===== config.mk =====
export PLATFORM = sky130hd
export DESIGN_NAME = executeUnit
export DESIGN_NICKNAME = d
export VERILOG_FILES = /design/src/verilog/avrLitePkg.sv /design/src/verilog/executeUnit.sv
export VERILOG_INCLUDE_DIRS = /design/src /design/src/verilog
export SDC_FILE = /design/constraint.sdc
export NUM_CORES = 1
export LEC_CHECK = 0
export BUFFER_PORTS_ARGS = -buffer_cell sky130_fd_sc_hd__buf_2
export CORE_MARGIN = 2
export CORE_UTILIZATION = 54
export CTS_CLUSTER_DIAMETER = 30
export DETAILED_ROUTE_END_ITERATION = 16
export PLACE_DENSITY_LB_ADDON = 0.25
export SYNTH_ARGS = -nofsm -noshare
export SYNTH_HDL_FRONTEND = slang
export SYNTH_SLANG_ARGS = --single-unit

===== constraint.sdc =====
create_clock -name clk -period 4 [get_ports clk]
set_input_delay 0.8 -clock clk [delete_from_list [all_inputs] [get_ports clk]]
set_output_delay 0.8 -clock clk [all_outputs]
set_load 0.02 [all_outputs]

===== src/verilog/avrLite_config.svh =====
// Widths, program memory depth, IO addresses, SREG bit positions and host address map
`ifndef AVR_LITE_CONFIG_SVH
`define AVR_LITE_CONFIG_SVH

`define AVR_DATA_WIDTH 8       // Register and port width
`define AVR_WORD_WIDTH 16      // Instruction word and host data
`define AVR_PROG_ADDR_WIDTH 10
`define AVR_PROG_DEPTH (1 << `AVR_PROG_ADDR_WIDTH)
`define AVR_REG_COUNT 32
`define AVR_REG_ADDR_WIDTH 5

// IO space targets of out
`define AVR_IO_PORTB 6'd5
`define AVR_IO_PORTD 6'd11

`define AVR_SREG_C 0
`define AVR_SREG_Z 1
`define AVR_SREG_N 2
`define AVR_SREG_V 3
`define AVR_SREG_S 4

`define AVR_HOST_ADDR_WIDTH 11
`define AVR_HOST_PROG_BIT 10   // Set selects program memory

`endif


===== src/verilog/avrLitePkg.sv =====
// Core state, opcode and host register address enums
package avrLitePkg;

	typedef enum logic [2:0]
	{
		fetch     = 3'd0, // PC on the program memory address
		fetchWait = 3'd1, // Word arrives and is latched
		decode    = 3'd2,
		work1     = 3'd3,
		work2     = 3'd4,
		work3     = 3'd5,
		stuck     = 3'd6  // Left only by a reset
	} coreState;

	typedef enum logic [4:0]
	{
		opNop,
		opLdi,
		opMov,
		opAdd,
		opAdc,
		opSub,
		opSubi,
		opAnd,
		opAndi,
		opOr,
		opOri,
		opEor,
		opCpi,
		opRjmp,
		opBreq,
		opBrne,
		opOut,
		opError
	} opcode;

	// Host register window, r0 to r31 follow regFileBase
	typedef enum logic [5:0]
	{
		regControl  = 6'd0,
		regPc       = 6'd1,
		regStatus   = 6'd2,
		regPins     = 6'd3,
		regFileBase = 6'd32
	} hostReg;

endpackage


===== src/verilog/executeUnit.sv =====
// Multicycle core FSM with PC, SREG, ALU, output ports and the stuck state
`include "avrLite_config.svh"

module executeUnit
(
	input  logic clk,
	input  logic reseted,
	input  logic coreReset,
	input  logic run,
	input  logic stepPulse,
	input  logic [`AVR_WORD_WIDTH-1:0] instrWord,
	input  avrLitePkg::opcode op,
	input  logic [`AVR_REG_ADDR_WIDTH-1:0] rd,
	input  logic [`AVR_REG_ADDR_WIDTH-1:0] rr,
	input  logic [`AVR_DATA_WIDTH-1:0] imm,
	input  logic [`AVR_WORD_WIDTH-1:0] branchOffset,
	input  logic [5:0] ioAddr,
	input  logic [`AVR_DATA_WIDTH-1:0] dataA,
	input  logic [`AVR_DATA_WIDTH-1:0] dataB,
	output logic [`AVR_WORD_WIDTH-1:0] pc,
	output logic [`AVR_DATA_WIDTH-1:0] sreg,
	output avrLitePkg::coreState state,
	output logic [`AVR_WORD_WIDTH-1:0] fetchedInstr,
	output logic [`AVR_REG_ADDR_WIDTH-1:0] regAddrA,
	output logic [`AVR_REG_ADDR_WIDTH-1:0] regAddrB,
	output logic regWrEn,
	output logic [`AVR_REG_ADDR_WIDTH-1:0] regWrAddr,
	output logic [`AVR_DATA_WIDTH-1:0] regWrData,
	output logic [`AVR_WORD_WIDTH-1:0] ioPins,
	output logic stuck
);
	logic advance;
	logic stepping; // Finishing one instruction for a step request
	logic [`AVR_DATA_WIDTH-1:0] portB;
	logic [`AVR_DATA_WIDTH-1:0] portD;
	logic [`AVR_DATA_WIDTH-1:0] aluResult;
	logic aluCarry;
	logic [`AVR_DATA_WIDTH-1:0] resultReg;
	logic carryReg;
	logic writesReg;
	logic setsFlags;
	logic setsCarry;
	logic branchTaken;

	assign advance = run || stepping;
	assign stuck = (state == avrLitePkg::stuck);
	assign ioPins = {portB, portD};

	assign writesReg = op inside {avrLitePkg::opLdi, avrLitePkg::opMov, avrLitePkg::opAdd,
		avrLitePkg::opAdc, avrLitePkg::opSub, avrLitePkg::opSubi, avrLitePkg::opAnd,
		avrLitePkg::opAndi, avrLitePkg::opOr, avrLitePkg::opOri, avrLitePkg::opEor};
	assign setsFlags = writesReg && !(op inside {avrLitePkg::opLdi, avrLitePkg::opMov})
		|| (op == avrLitePkg::opCpi);
	assign setsCarry = op inside {avrLitePkg::opAdd, avrLitePkg::opAdc, avrLitePkg::opSub,
		avrLitePkg::opSubi, avrLitePkg::opCpi};
	assign branchTaken = (op == avrLitePkg::opRjmp)
		|| (op == avrLitePkg::opBreq && sreg[`AVR_SREG_Z])
		|| (op == avrLitePkg::opBrne && !sreg[`AVR_SREG_Z]);

	// Ninth bit is carry out for adds and borrow for subtracts
	always_comb
	begin
		aluCarry = sreg[`AVR_SREG_C];
		aluResult = dataA;
		case (op)
			avrLitePkg::opLdi: aluResult = imm;
			avrLitePkg::opMov: aluResult = dataB;
			avrLitePkg::opAdd: {aluCarry, aluResult} = {1'b0, dataA} + {1'b0, dataB};
			avrLitePkg::opAdc:
			begin
				{aluCarry, aluResult} = {1'b0, dataA} + {1'b0, dataB}
					+ {8'b0, sreg[`AVR_SREG_C]};
			end
			avrLitePkg::opSub: {aluCarry, aluResult} = {1'b0, dataA} - {1'b0, dataB};
			avrLitePkg::opSubi,
			avrLitePkg::opCpi: {aluCarry, aluResult} = {1'b0, dataA} - {1'b0, imm};
			avrLitePkg::opAnd: aluResult = dataA & dataB;
			avrLitePkg::opAndi: aluResult = dataA & imm;
			avrLitePkg::opOr: aluResult = dataA | dataB;
			avrLitePkg::opOri: aluResult = dataA | imm;
			avrLitePkg::opEor: aluResult = dataA ^ dataB;
			default: aluResult = dataA;
		endcase
	end

	assign regWrEn = advance && (state == avrLitePkg::work2) && writesReg;
	assign regWrAddr = regAddrA;
	assign regWrData = aluResult;

	always_ff @(posedge clk)
	begin
		if (reseted || coreReset)
		begin
			state <= avrLitePkg::fetch;
			pc <= '0;
			sreg <= '0;
			portB <= '0;
			portD <= '0;
			stepping <= 1'b0;
		end
		else
		begin
			if (stepPulse)
				stepping <= 1'b1;
			else if (advance && state == avrLitePkg::work3)
				stepping <= 1'b0; // Hold in fetch after the step
			if (advance)
			begin
				case (state)
					avrLitePkg::fetch:     state <= avrLitePkg::fetchWait;
					avrLitePkg::fetchWait: state <= avrLitePkg::decode;
					avrLitePkg::decode:    state <= avrLitePkg::work1;
					avrLitePkg::work1:
					begin
						state <= (op == avrLitePkg::opError) ? avrLitePkg::stuck
							: avrLitePkg::work2;
					end
					avrLitePkg::work2:
					begin
						if (op == avrLitePkg::opOut && ioAddr == `AVR_IO_PORTB)
							portB <= dataA;
						else if (op == avrLitePkg::opOut && ioAddr == `AVR_IO_PORTD)
							portD <= dataA;
						state <= avrLitePkg::work3;
					end
					avrLitePkg::work3:
					begin
						if (setsFlags)
						begin
							sreg[`AVR_SREG_Z] <= (resultReg == '0);
							sreg[`AVR_SREG_N] <= resultReg[`AVR_DATA_WIDTH-1];
							sreg[`AVR_SREG_V] <= 1'b0;
							sreg[`AVR_SREG_S] <= resultReg[`AVR_DATA_WIDTH-1]; // N xor V, V clear
						end
						if (setsCarry)
							sreg[`AVR_SREG_C] <= carryReg;
						pc <= branchTaken ? pc + 16'd1 + branchOffset : pc + 16'd1;
						state <= avrLitePkg::fetch;
					end
					default: state <= state; // Stuck until a reset
				endcase
			end
		end
	end

	always_ff @(posedge clk)
	begin
		if (advance && state == avrLitePkg::fetchWait)
			fetchedInstr <= instrWord;
		if (advance && state == avrLitePkg::work1)
		begin
			regAddrA <= rd;
			regAddrB <= rr;
		end
		if (advance && state == avrLitePkg::work2)
		begin
			resultReg <= aluResult; // Flags follow in work3
			carryReg <= aluCarry;
		end
	end

endmodule


==> results.py, run 1 <==
metrics = {
    "drt": {
        "detailedRoute.firstPassIterationCount": 6,
        "drt-initial-drc-count": 461,
        "ant_nets": 0,
        "dr_total_vias": 6346,
        "vias_per_cell": 6.14,
        "wl_per_cell_um": 19.2,
        "routed_wirelength_um": 19800,
        "drc_errors": 0,
    },
    "worst_setup_path": {
        "required_ns": 3.20,
        "slowest_stage": "fa_1",
        "crit_type": "in -> out",
        "worstPathArrival_ns": 3.11,
        "crit_family": "compound AO/OA/AOI/OAI gates",
        "cp_slowest_stage_delay_ns": 0.40,
        "critPathBufInv": 4,
        "crit_fanout": 4,
        "path_cells": "buf_2, inv_1, ha_1, inv_1, fa_1, a21o_1, a21oi_1, o21ai_0, nor2b_1, o32ai_1, o22a_1, buf_2",
        "ff2ff_setup_slack_ns": 0.20,
        "reg2regPathDepth": 13,
        "r2r_start": "pc[1]",
        "reg2reg_to": "pc[15]",
        "critPathLaunchType": "input pin",
        "end_kind": "output port",
    },
    "hold_path": {
        "holdPathStages": 2,
        "min_path_type": "reg -> reg",
        "hold-path-endpoint": "pc[15]",
        "min_from": "pc[15]",
    },
    "timing": {
        "final_max_slew_viol_count": 0,
        "finalHoldViolations": 0,
        "max_slew.worst_pin.slew_ns": 1.14,
        "period_minus_slack_ns": 3.91,
        "clock_skew_ns": 0.0115,
        "finalSetupViolCount": 0,
        "fin_crit_sh": 0.978,
        "fmax_ghz": 0.256,
        "slew_headroom": 0.237,
        "layout_setup_ws_ns": 0.0876,
        "setup_tns_ns": 0,
    },
    "synth": {
        "yosysWarnings": 0,
        "synth-seq-area-share": 0.294,
        "synth_edf_count": 35,
        "syn_area_um2": 6220,
        "synth_area_leaders": "edfxtp_1 17%, dfxtp_1 13%, ha_1 8.4%",
        "netlist_instances": 726,
        "dominantRegCellSynth": "dfxtp_1",
        "syn_avg_cell_area_um2": 8.57,
        "synth_async_sr_flop_share": 0,
        "synth_area_leader_cell": "edfxtp_1",
        "synth_cell_type_count": 85,
        "synth_seq_cells": 74,
        "yosysTopAreaCellShare": 0.169,
    },
    "floorplan": {
        "core_area_um2": 11300,
        "die_area_um2": 12400,
        "start_util": 0.550,
        "ioPinCount": 166,
        "rows": 39,
        "die_y_um": 111,
        "die_w_um": 111,
    },
    "cts": {
        "cts_hold_buf": 0,
        "clock_path_buffers": 2,
        "root_buffer": "clkbuf_16",
        "cts_tree": "built",
        "clock_sinks": 74,
        "numCtsBuffers": 9,
        "htree_levels": 3,
        "clock_latency_ns": 0.34,
        "clk_pin_slew_ns": 0.06,
    },
    "place": {
        "placed_cell_area_um2": 7180,
        "dpl.hpwl_um": 15900,
        "gp_congestion": 0.944,
        "port_buffers": 161,
        "dp_slack_ns": 0.0590,
        "dp_cells": 1017,
    },
    "grt": {
        "grt_overflow": 0,
        "grt_pass1_wl_um": 31000,
        "grt_max_degree": 34,
        "gr-usage-all-layers": 0.313,
        "grt_pass1_vias": 6002,
        "antenna_found_initial": 0,
    },
    "power_and_ir_drop": {
        "p_leak_uw": 0.00325,
        "ir_drop_mv": 0.296,
        "p_per_area_nw_per_um2": 282,
    },
    "finish": {
        "final_cell_area_um2": 7490,
        "drive_above_1_share": 0.272,
        "antenna_cells": 0,
        "final_util": 0.661,
        "layout.nets": 1013,
        "fin_cells": 1033,
        "area.growth.synth_to_final_pct": 20.3,
    },
    "job": {
        "cap_violations": 0,
    },
    "run_status": {
        "status": "complete, no violations",
    },
}
==> worst min-delay path, stage by stage, from the launching register on <==
cell     delay (ns)
dfxtp_1        0.32
nand2_1        0.05
mux2i_1        0.05
==> layout by cell type (no fill, tap or decap), types with 6 or more instances in the layout <==
| master | synthesis | final |
|---|---|---|
| a211oi_1 | 10 | 9 |
| a21o_1 | 13 | 13 |
| a21oi_1 | 55 | 55 |
| a22oi_1 | 7 | 7 |
| a31oi_1 | 15 | 15 |
| buf_2 | 15 | 161 |
| buf_4 | 13 | 28 |
| clkbuf_16 | 0 | 9 |
| dfxtp_1 | 39 | 39 |
| edfxtp_1 | 35 | 35 |
| ha_1 | 42 | 42 |
| inv_1 | 30 | 30 |
| mux2i_1 | 25 | 25 |
| nand2_1 | 47 | 47 |
| nand3_1 | 24 | 24 |
| nand3b_1 | 8 | 8 |
| nand4_1 | 8 | 8 |
| nor2_1 | 74 | 73 |
| nor2b_1 | 7 | 7 |
| nor3_1 | 21 | 19 |
| o211ai_1 | 7 | 7 |
| o21a_1 | 6 | 6 |
| o21ai_0 | 48 | 48 |
| o21bai_1 | 6 | 6 |
| o221ai_1 | 9 | 8 |
| or3_1 | 7 | 7 |
| xnor2_1 | 23 | 23 |
| xor2_1 | 10 | 10 |
==> registers in the layout, indices dropped and copies added, names as in the netlist <==
signal	count
state	3
portB	8
carryReg	1
regAddrB	5
resultReg	8
regAddrA	5
stepping	1
portD	8
fetchedInstr	16
pc	16
sreg	3
==> power breakdown <==
part	leakage, µW	switching (µW)	internal (µW)
registers	0.000631	3.65	801
logic	0.00248	291	191
clock network	0.000139	340	483
total	0.00325	635	1480
==> through the flow <==
stage,power [µW],hold WS (ns)
detailed placement,1290,0.464
finish,2110,0.470
floorplan,1130,0.474
CTS,2100,0.471
global placement,1280,0.455
global route,2190,0.500
==> cells by family after synthesis <==
family	after synthesis	synth area share
compound gates	228	0.249
xor+xnor	33	0.0464
fa+ha+maj	46	0.0973
buf+inv	79	0.0621
flops	74	0.294
mux	26	0.0420
other cells	1	0.000603
simple gates	239	0.208
==> cell type report <==
type / instances / area (µm²)
Multi-Input combinational cell: 576 / 4040
Fill cell: 984 / 3830
Sequential cell: 74 / 1830
Timing Repair Buffer: 189 / 1020
Clock buffer: 11 / 233
Tap cell: 143 / 179
Inverter: 35 / 131
Clock inverter: 5 / 56.3
==> worst max path at each step <==
stage,depth (start not counted),end,start
after floorplan,9,regWrData[7],dataA[0]
after global placement,11,regWrData[7],dataA[0]
after detailed placement,11,regWrData[7],dataA[0]
after CTS,11,regWrData[7],dataA[0]
after global routing,13,pc[15],pc[1]
final,12,regWrData[6],dataA[0]
==> routing by layer <==
metal | GRT usage | part of all wire
met5 | 0 | 0
met4 | 0.103 | 0.027
met3 | 0.0664 | 0.074
met2 | 0.518 | 0.47
met1 | 0.410 | 0.43
==> cell usage after synthesis, drive strengths merged, types with 7 or more instances <==
cell     n
o21a     7
dfxtp   39
xnor2   23
ha      42
or3      7
buf     31
nor2b    7
nand3b   8
nand4   10
xor2    10
o21ai   53
edfxtp  35
nor2    76
inv     34
a21oi   56
nand2b   7
nand2   47
nor3    24
a31oi   15
and2     7
o221ai   9
a22oi    7
mux2i   25
a21o    13
o211ai   7
clkbuf  13
nand3   24
a211oi  11
==> timing repair <==
item / in CTS / in global routing
gates resized for setup: 0 / 5
setup buffers: 0 / 0
endpoints found under the setup margin: 0 / 4
No activity file was read; power rests on OpenSTA's default activity.
==> inputs of run 2 (changes only) <==
Settings changed: SETUP_SLACK_MARGIN set to 0.15.
==> results.py, run 2 (same netlist as run 1, synthesis figures left out) <==
metrics = {
    "finish": {
        "final_cell_mix": "156 x buf_2, 73 x nor2_1, 50 x a21oi_1",
        "multi_input_area_um2": 4170,
        "layout.nets": 1016,
        "fin_cells": 1036,
        "final_cell_area_um2": 7660,
        "drive_above_1_share": 0.297,
        "area.growth.synth_to_final_pct": 23.2,
        "antenna_cells": 0,
        "final_common_cell": "buf_2",
        "seq_area_um2": 1830,
        "n_fill_cell": 964,
        "reg.largest.list": "fetchedInstr: 16 flops, pc: 16 flops",
    },
    "drt": {
        "drc_errors": 0,
        "routed_wirelength_um": 20100,
        "ant_nets": 0,
        "detailedRoute.firstPassIterationCount": 5,
        "dr_total_vias": 6374,
        "wl_per_cell_um": 19.4,
        "drt-initial-drc-count": 498,
        "vias_per_cell": 6.15,
    },
    "grt": {
        "busiest_layer": "met2",
        "grt_pass1_vias": 6014,
        "grt_overflow": 0,
        "met1_usage": 0.409,
        "grt_pass1_wl_um": 31000,
        "antenna_found_initial": 0,
        "gr-usage-all-layers": 0.313,
        "use_met2": 0.520,
        "grtUsageMet3": 0.0664,
        "grt_max_degree": 34,
    },
    "worst_setup_path": {
        "reg2regPathDepth": 13,
        "critPathLaunchType": "input pin",
        "crit_fanout": 4,
        "crit_type": "in -> out",
        "end_kind": "output port",
        "reg2reg_to": "pc[15]",
        "required_ns": 3.20,
        "worstPathArrival_ns": 2.96,
        "r2r_start": "pc[1]",
        "ff2ff_setup_slack_ns": 0.32,
    },
    "hold_path": {
        "hold-path-endpoint": "pc[15]",
        "min_from": "pc[15]",
        "min_path_type": "reg -> reg",
        "holdPathStages": 2,
    },
    "power_and_ir_drop": {
        "p_leak_uw": 0.00329,
        "p_per_area_nw_per_um2": 279,
        "ir_drop_mv": 0.296,
        "power.total_uw": 2140,
    },
    "floorplan": {
        "ioPinCount": 166,
        "rows": 39,
        "core_area_um2": 11300,
        "die_y_um": 111,
        "die_area_um2": 12400,
        "die_w_um": 111,
        "start_util": 0.550,
    },
    "cts": {
        "htree_levels": 3,
        "clock_path_buffers": 2,
        "root_buffer": "clkbuf_16",
        "cts_hold_buf": 0,
        "cts_tree": "built",
        "clk_pin_slew_ns": 0.06,
        "clock_latency_ns": 0.34,
        "numCtsBuffers": 9,
        "clock_sinks": 74,
    },
    "job": {
        "cap_violations": 0,
    },
    "timing": {
        "clock_skew_ns": 0.0116,
        "final_max_slew_viol_count": 0,
        "setup_tns_ns": 0,
        "max_slew.worst_pin.slew_ns": 1.15,
        "rsz0062_at_grt": "yes",
        "fin_crit_sh": 0.939,
        "slew_headroom": 0.228,
        "fmax_ghz": 0.266,
        "period_minus_slack_ns": 3.76,
        "finalSetupViolCount": 0,
        "finalHoldViolations": 0,
    },
    "run_status": {
        "status": "complete, no violations",
    },
    "place": {
        "gp_congestion": 0.944,
        "port_buffers": 161,
        "dp_cells": 1017,
        "placed_cell_area_um2": 7180,
        "dpl.hpwl_um": 15900,
    },
}
==> run 2: cell types whose count changed in the layout (fill, tap and decap cells not counted), sizes merged <==
cell,delta
buf,+3
==> run 2: layout make-up <==
type                       count  share of cell area
multi-input combinational    576               0.545
sequential                    74               0.239
clock buffer                  11              0.0304
tap                          143              0.0233
clock inverter                 5             0.00735
timing repair buffer         192               0.138
inverter                      35              0.0171
==> run 2: how the worst max path moves through the flow <==
stage / from / endpoint / slack (ns) / cells past startpoint
6_report: dataA[0] / regWrData[6] / 0.24 / 13
3_3_place_gp: dataA[0] / regWrData[7] / 0.1 / 11
5_1_grt: pc[1] / pc[15] / 0.10 / 13
2_1_floorplan: dataA[0] / regWrData[7] / 0.34 / 9
3_5_place_dp: dataA[0] / regWrData[7] / 0.06 / 11
4_1_cts: pc[1] / pc[15] / 0.16 / 13
==> run 2: routing by layer <==
layer / vias up / wire length, µm
li1: 3031 / -
met1: 3009 / 8590
met2: 288 / 9400
met3: 46 / 1560
met4: 0 / 555
met5: - / 0
==> run 2: worst max-delay path, stage by stage <==
cell and delay, ns:
buf_2 0.14, inv_1 0.13, ha_1 0.17, inv_1 0.07, fa_1 0.42, a21oi_1 0.16, o21bai_1 0.11, a21oi_1 0.17
o21bai_1 0.13, xnor2_1 0.19, o32ai_1 0.12, o22a_1 0.19, buf_4 0.16
==> run 2: through the flow <==
stage                util  hold slack, ns  setup slack (ns)
finish              0.677           0.468             0.243
global route        0.677           0.500             0.101
CTS                 0.662           0.471             0.165
detailed placement  0.634           0.464            0.0590
global placement    0.634           0.455            0.0952
floorplan               -           0.474             0.340
==> run 2: repair_timing <==
| action | in CTS | in global routing |
|---|---|---|
| pin swaps | 0 | 22 |
| gates cloned | 0 | 0 |
| setup endpoints to repair | 3 | 5 |
| buffers inserted | 0 | 3 |
| resized for setup | 6 | 37 |
==> run 2: where the power goes <==
part / leakage [µW] / switching [µW] / internal (µW)
Clock: 0.000139 / 340 / 483
Sequential: 0.000631 / 3.65 / 801
Combinational: 0.00252 / 306 / 207
==> inputs of run 3 (changes only) <==
Settings changed: CORE_UTILIZATION 54 to 40, SKIP_LAST_GASP set to 1.
==> results.py, run 3 (same netlist as run 1, synthesis figures left out) <==
metrics = {
    "worst_setup_path": {
        "r2r_start": "pc[0]",
        "ff2ff_setup_slack_ns": 0.52,
        "path_cells": "buf_4, ha_4, fa_2, nand2b_4, a21oi_4, o21a_1, o221ai_2, nand3_1, nor3b_1, o32a_1, buf_6",
        "end_kind": "output port",
        "reg2reg_to": "pc[15]",
        "crit_type": "in -> out",
        "cp_slowest_stage_delay_ns": 0.42,
        "crit_family": "compound AO/OA/AOI/OAI gates",
        "worst-path-stages": 11,
        "critPathLaunchType": "input pin",
        "cp-endpoint": "regWrData[5]",
        "critPathBufInv": 2,
        "cp-startpoint": "dataB[0]",
        "slowest_stage": "fa_2",
        "worstPathArrival_ns": 2.98,
        "reg2regPathDepth": 13,
        "required_ns": 3.20,
        "crit_fanout": 5,
    },
    "grt": {
        "grt_overflow": 0,
        "grt_pass1_wl_um": 29500,
        "grt_pass1_vias": 5586,
        "grt_max_degree": 34,
        "antenna_found_initial": 1,
        "gr-usage-all-layers": 0.229,
    },
    "timing": {
        "period_minus_slack_ns": 3.78,
        "final_max_slew_viol_count": 0,
        "finalSetupViolCount": 0,
        "hold_ws_ns": 0.486,
        "fmax_ghz": 0.264,
        "max_slew.worst_pin.slew_ns": 1.08,
        "finalHoldViolations": 0,
        "clock_skew_ns": 0.0180,
        "fin_crit_sh": 0.946,
        "rsz0062_at_grt": "yes",
        "slew_headroom": 0.277,
        "setup_tns_ns": 0,
    },
    "drt": {
        "wl_per_cell_um": 18.4,
        "vias_per_cell": 5.77,
        "routed_wirelength_um": 19900,
        "detailedRoute.firstPassIterationCount": 5,
        "drt-initial-drc-count": 534,
        "dr_total_vias": 6245,
        "drc_errors": 0,
        "ant_nets": 0,
    },
    "finish": {
        "layout.nets": 1016,
        "fin_cells": 1082,
        "reg.largest.list": "fetchedInstr: 16 flops, pc: 16 flops",
        "final_common_cell": "buf_2",
        "drive_above_1_share": 0.300,
        "final_cell_mix": "156 x buf_2, 74 x nor2_1, 52 x a21oi_1",
        "area.growth.synth_to_final_pct": 23.9,
    },
    "floorplan": {
        "start_util": 0.409,
        "core_area_um2": 15200,
        "ioPinCount": 166,
        "die_y_um": 129,
        "die_w_um": 129,
        "die_area_um2": 16600,
        "rows": 45,
    },
    "run_status": {
        "status": "complete, no violations",
    },
    "place": {
        "dpl.hpwl_um": 15700,
        "gp_congestion": 0.943,
        "port_buffers": 161,
        "dp_cells": 1061,
    },
    "power_and_ir_drop": {
        "p_leak_uw": 0.00329,
        "p_per_area_nw_per_um2": 270,
        "ir_drop_mv": 0.164,
    },
    "cts": {
        "clk_pin_slew_ns": 0.06,
        "clock_latency_ns": 0.34,
        "clock_sinks": 74,
        "htree_levels": 3,
        "cts_hold_buf": 0,
        "cts_tree": "built",
        "clock_path_buffers": 2,
        "root_buffer": "clkbuf_16",
        "numCtsBuffers": 9,
    },
    "hold_path": {
        "min_path_type": "reg -> reg",
        "holdPathStages": 2,
    },
    "job": {
        "cap_violations": 0,
    },
}
-- run 3: worst reg2reg max path: cells and delay by family (launching register included) --
kind / cells / cell delay, ns
AOI/OAI and AO/OA: 4 / 0.85
xor gates and xnor gates: 1 / 0.18
adders and majority gates: 2 / 0.67
and+or+nand+nor: 3 / 0.70
muxes: 3 / 0.68
DFF: 1 / 0.34
-- run 3: repair_timing --
item / in CTS / in global routing
resized for setup: 4 / 38
pin swaps: 1 / 17
setup buffers: 0 / 4
endpoints found under the setup margin: 3 / 4
-- run 3: stage by stage --
stage | utilization | setup WS, ns | instance area, µm² | total power, µW
after floorplan | - | 0.340 | 6230 | 1130
after global placement | 0.475 | 0.0715 | 7230 | 1290
after detailed placement | 0.475 | 0.0268 | 7230 | 1290
after CTS | 0.495 | 0.167 | 7520 | 2050
after global routing | 0.507 | 0.139 | 7710 | 2160
final | 0.507 | 0.217 | 7710 | 2080
-- run 3: worst min path at each step --
stage | start | endpoint | slack (ns)
6_report | portD[5] | portD[5] | 0.49
2_1_floorplan | stepping | stepping | 0.47
3_5_place_dp | portD[5] | portD[5] | 0.48
4_1_cts | portD[5] | portD[5] | 0.49
3_3_place_gp | portD[3] | portD[3] | 0.47
5_1_grt | pc[15] | pc[15] | 0.50
-- run 3: metal layers --
metal,track usage,vias to the layer above,part of all wire
met5,0,-,0.00030
met4,0.0614,2,0.020
met3,0.0661,34,0.096
met2,0.368,289,0.44
met1,0.301,2890,0.44
li1,-,3030,-
-- run 3: cell type report --
class | count | area (µm²)
clock buffers | 10 | 239
flip-flops and latches | 74 | 1830
diodes | 1 | 2.50
repair buffers | 192 | 1070
multi-input cells | 576 | 4160
clock inverters | 6 | 40.0
inverters | 35 | 134
well taps | 188 | 235
fillers | 1437 | 7490
-- run 3: power by group --
part / switching, µW / internal [µW] / total (µW)
Combinational: 308 / 208 / 516
Sequential: 3.43 / 802 / 805
Clock: 322 / 437 / 759
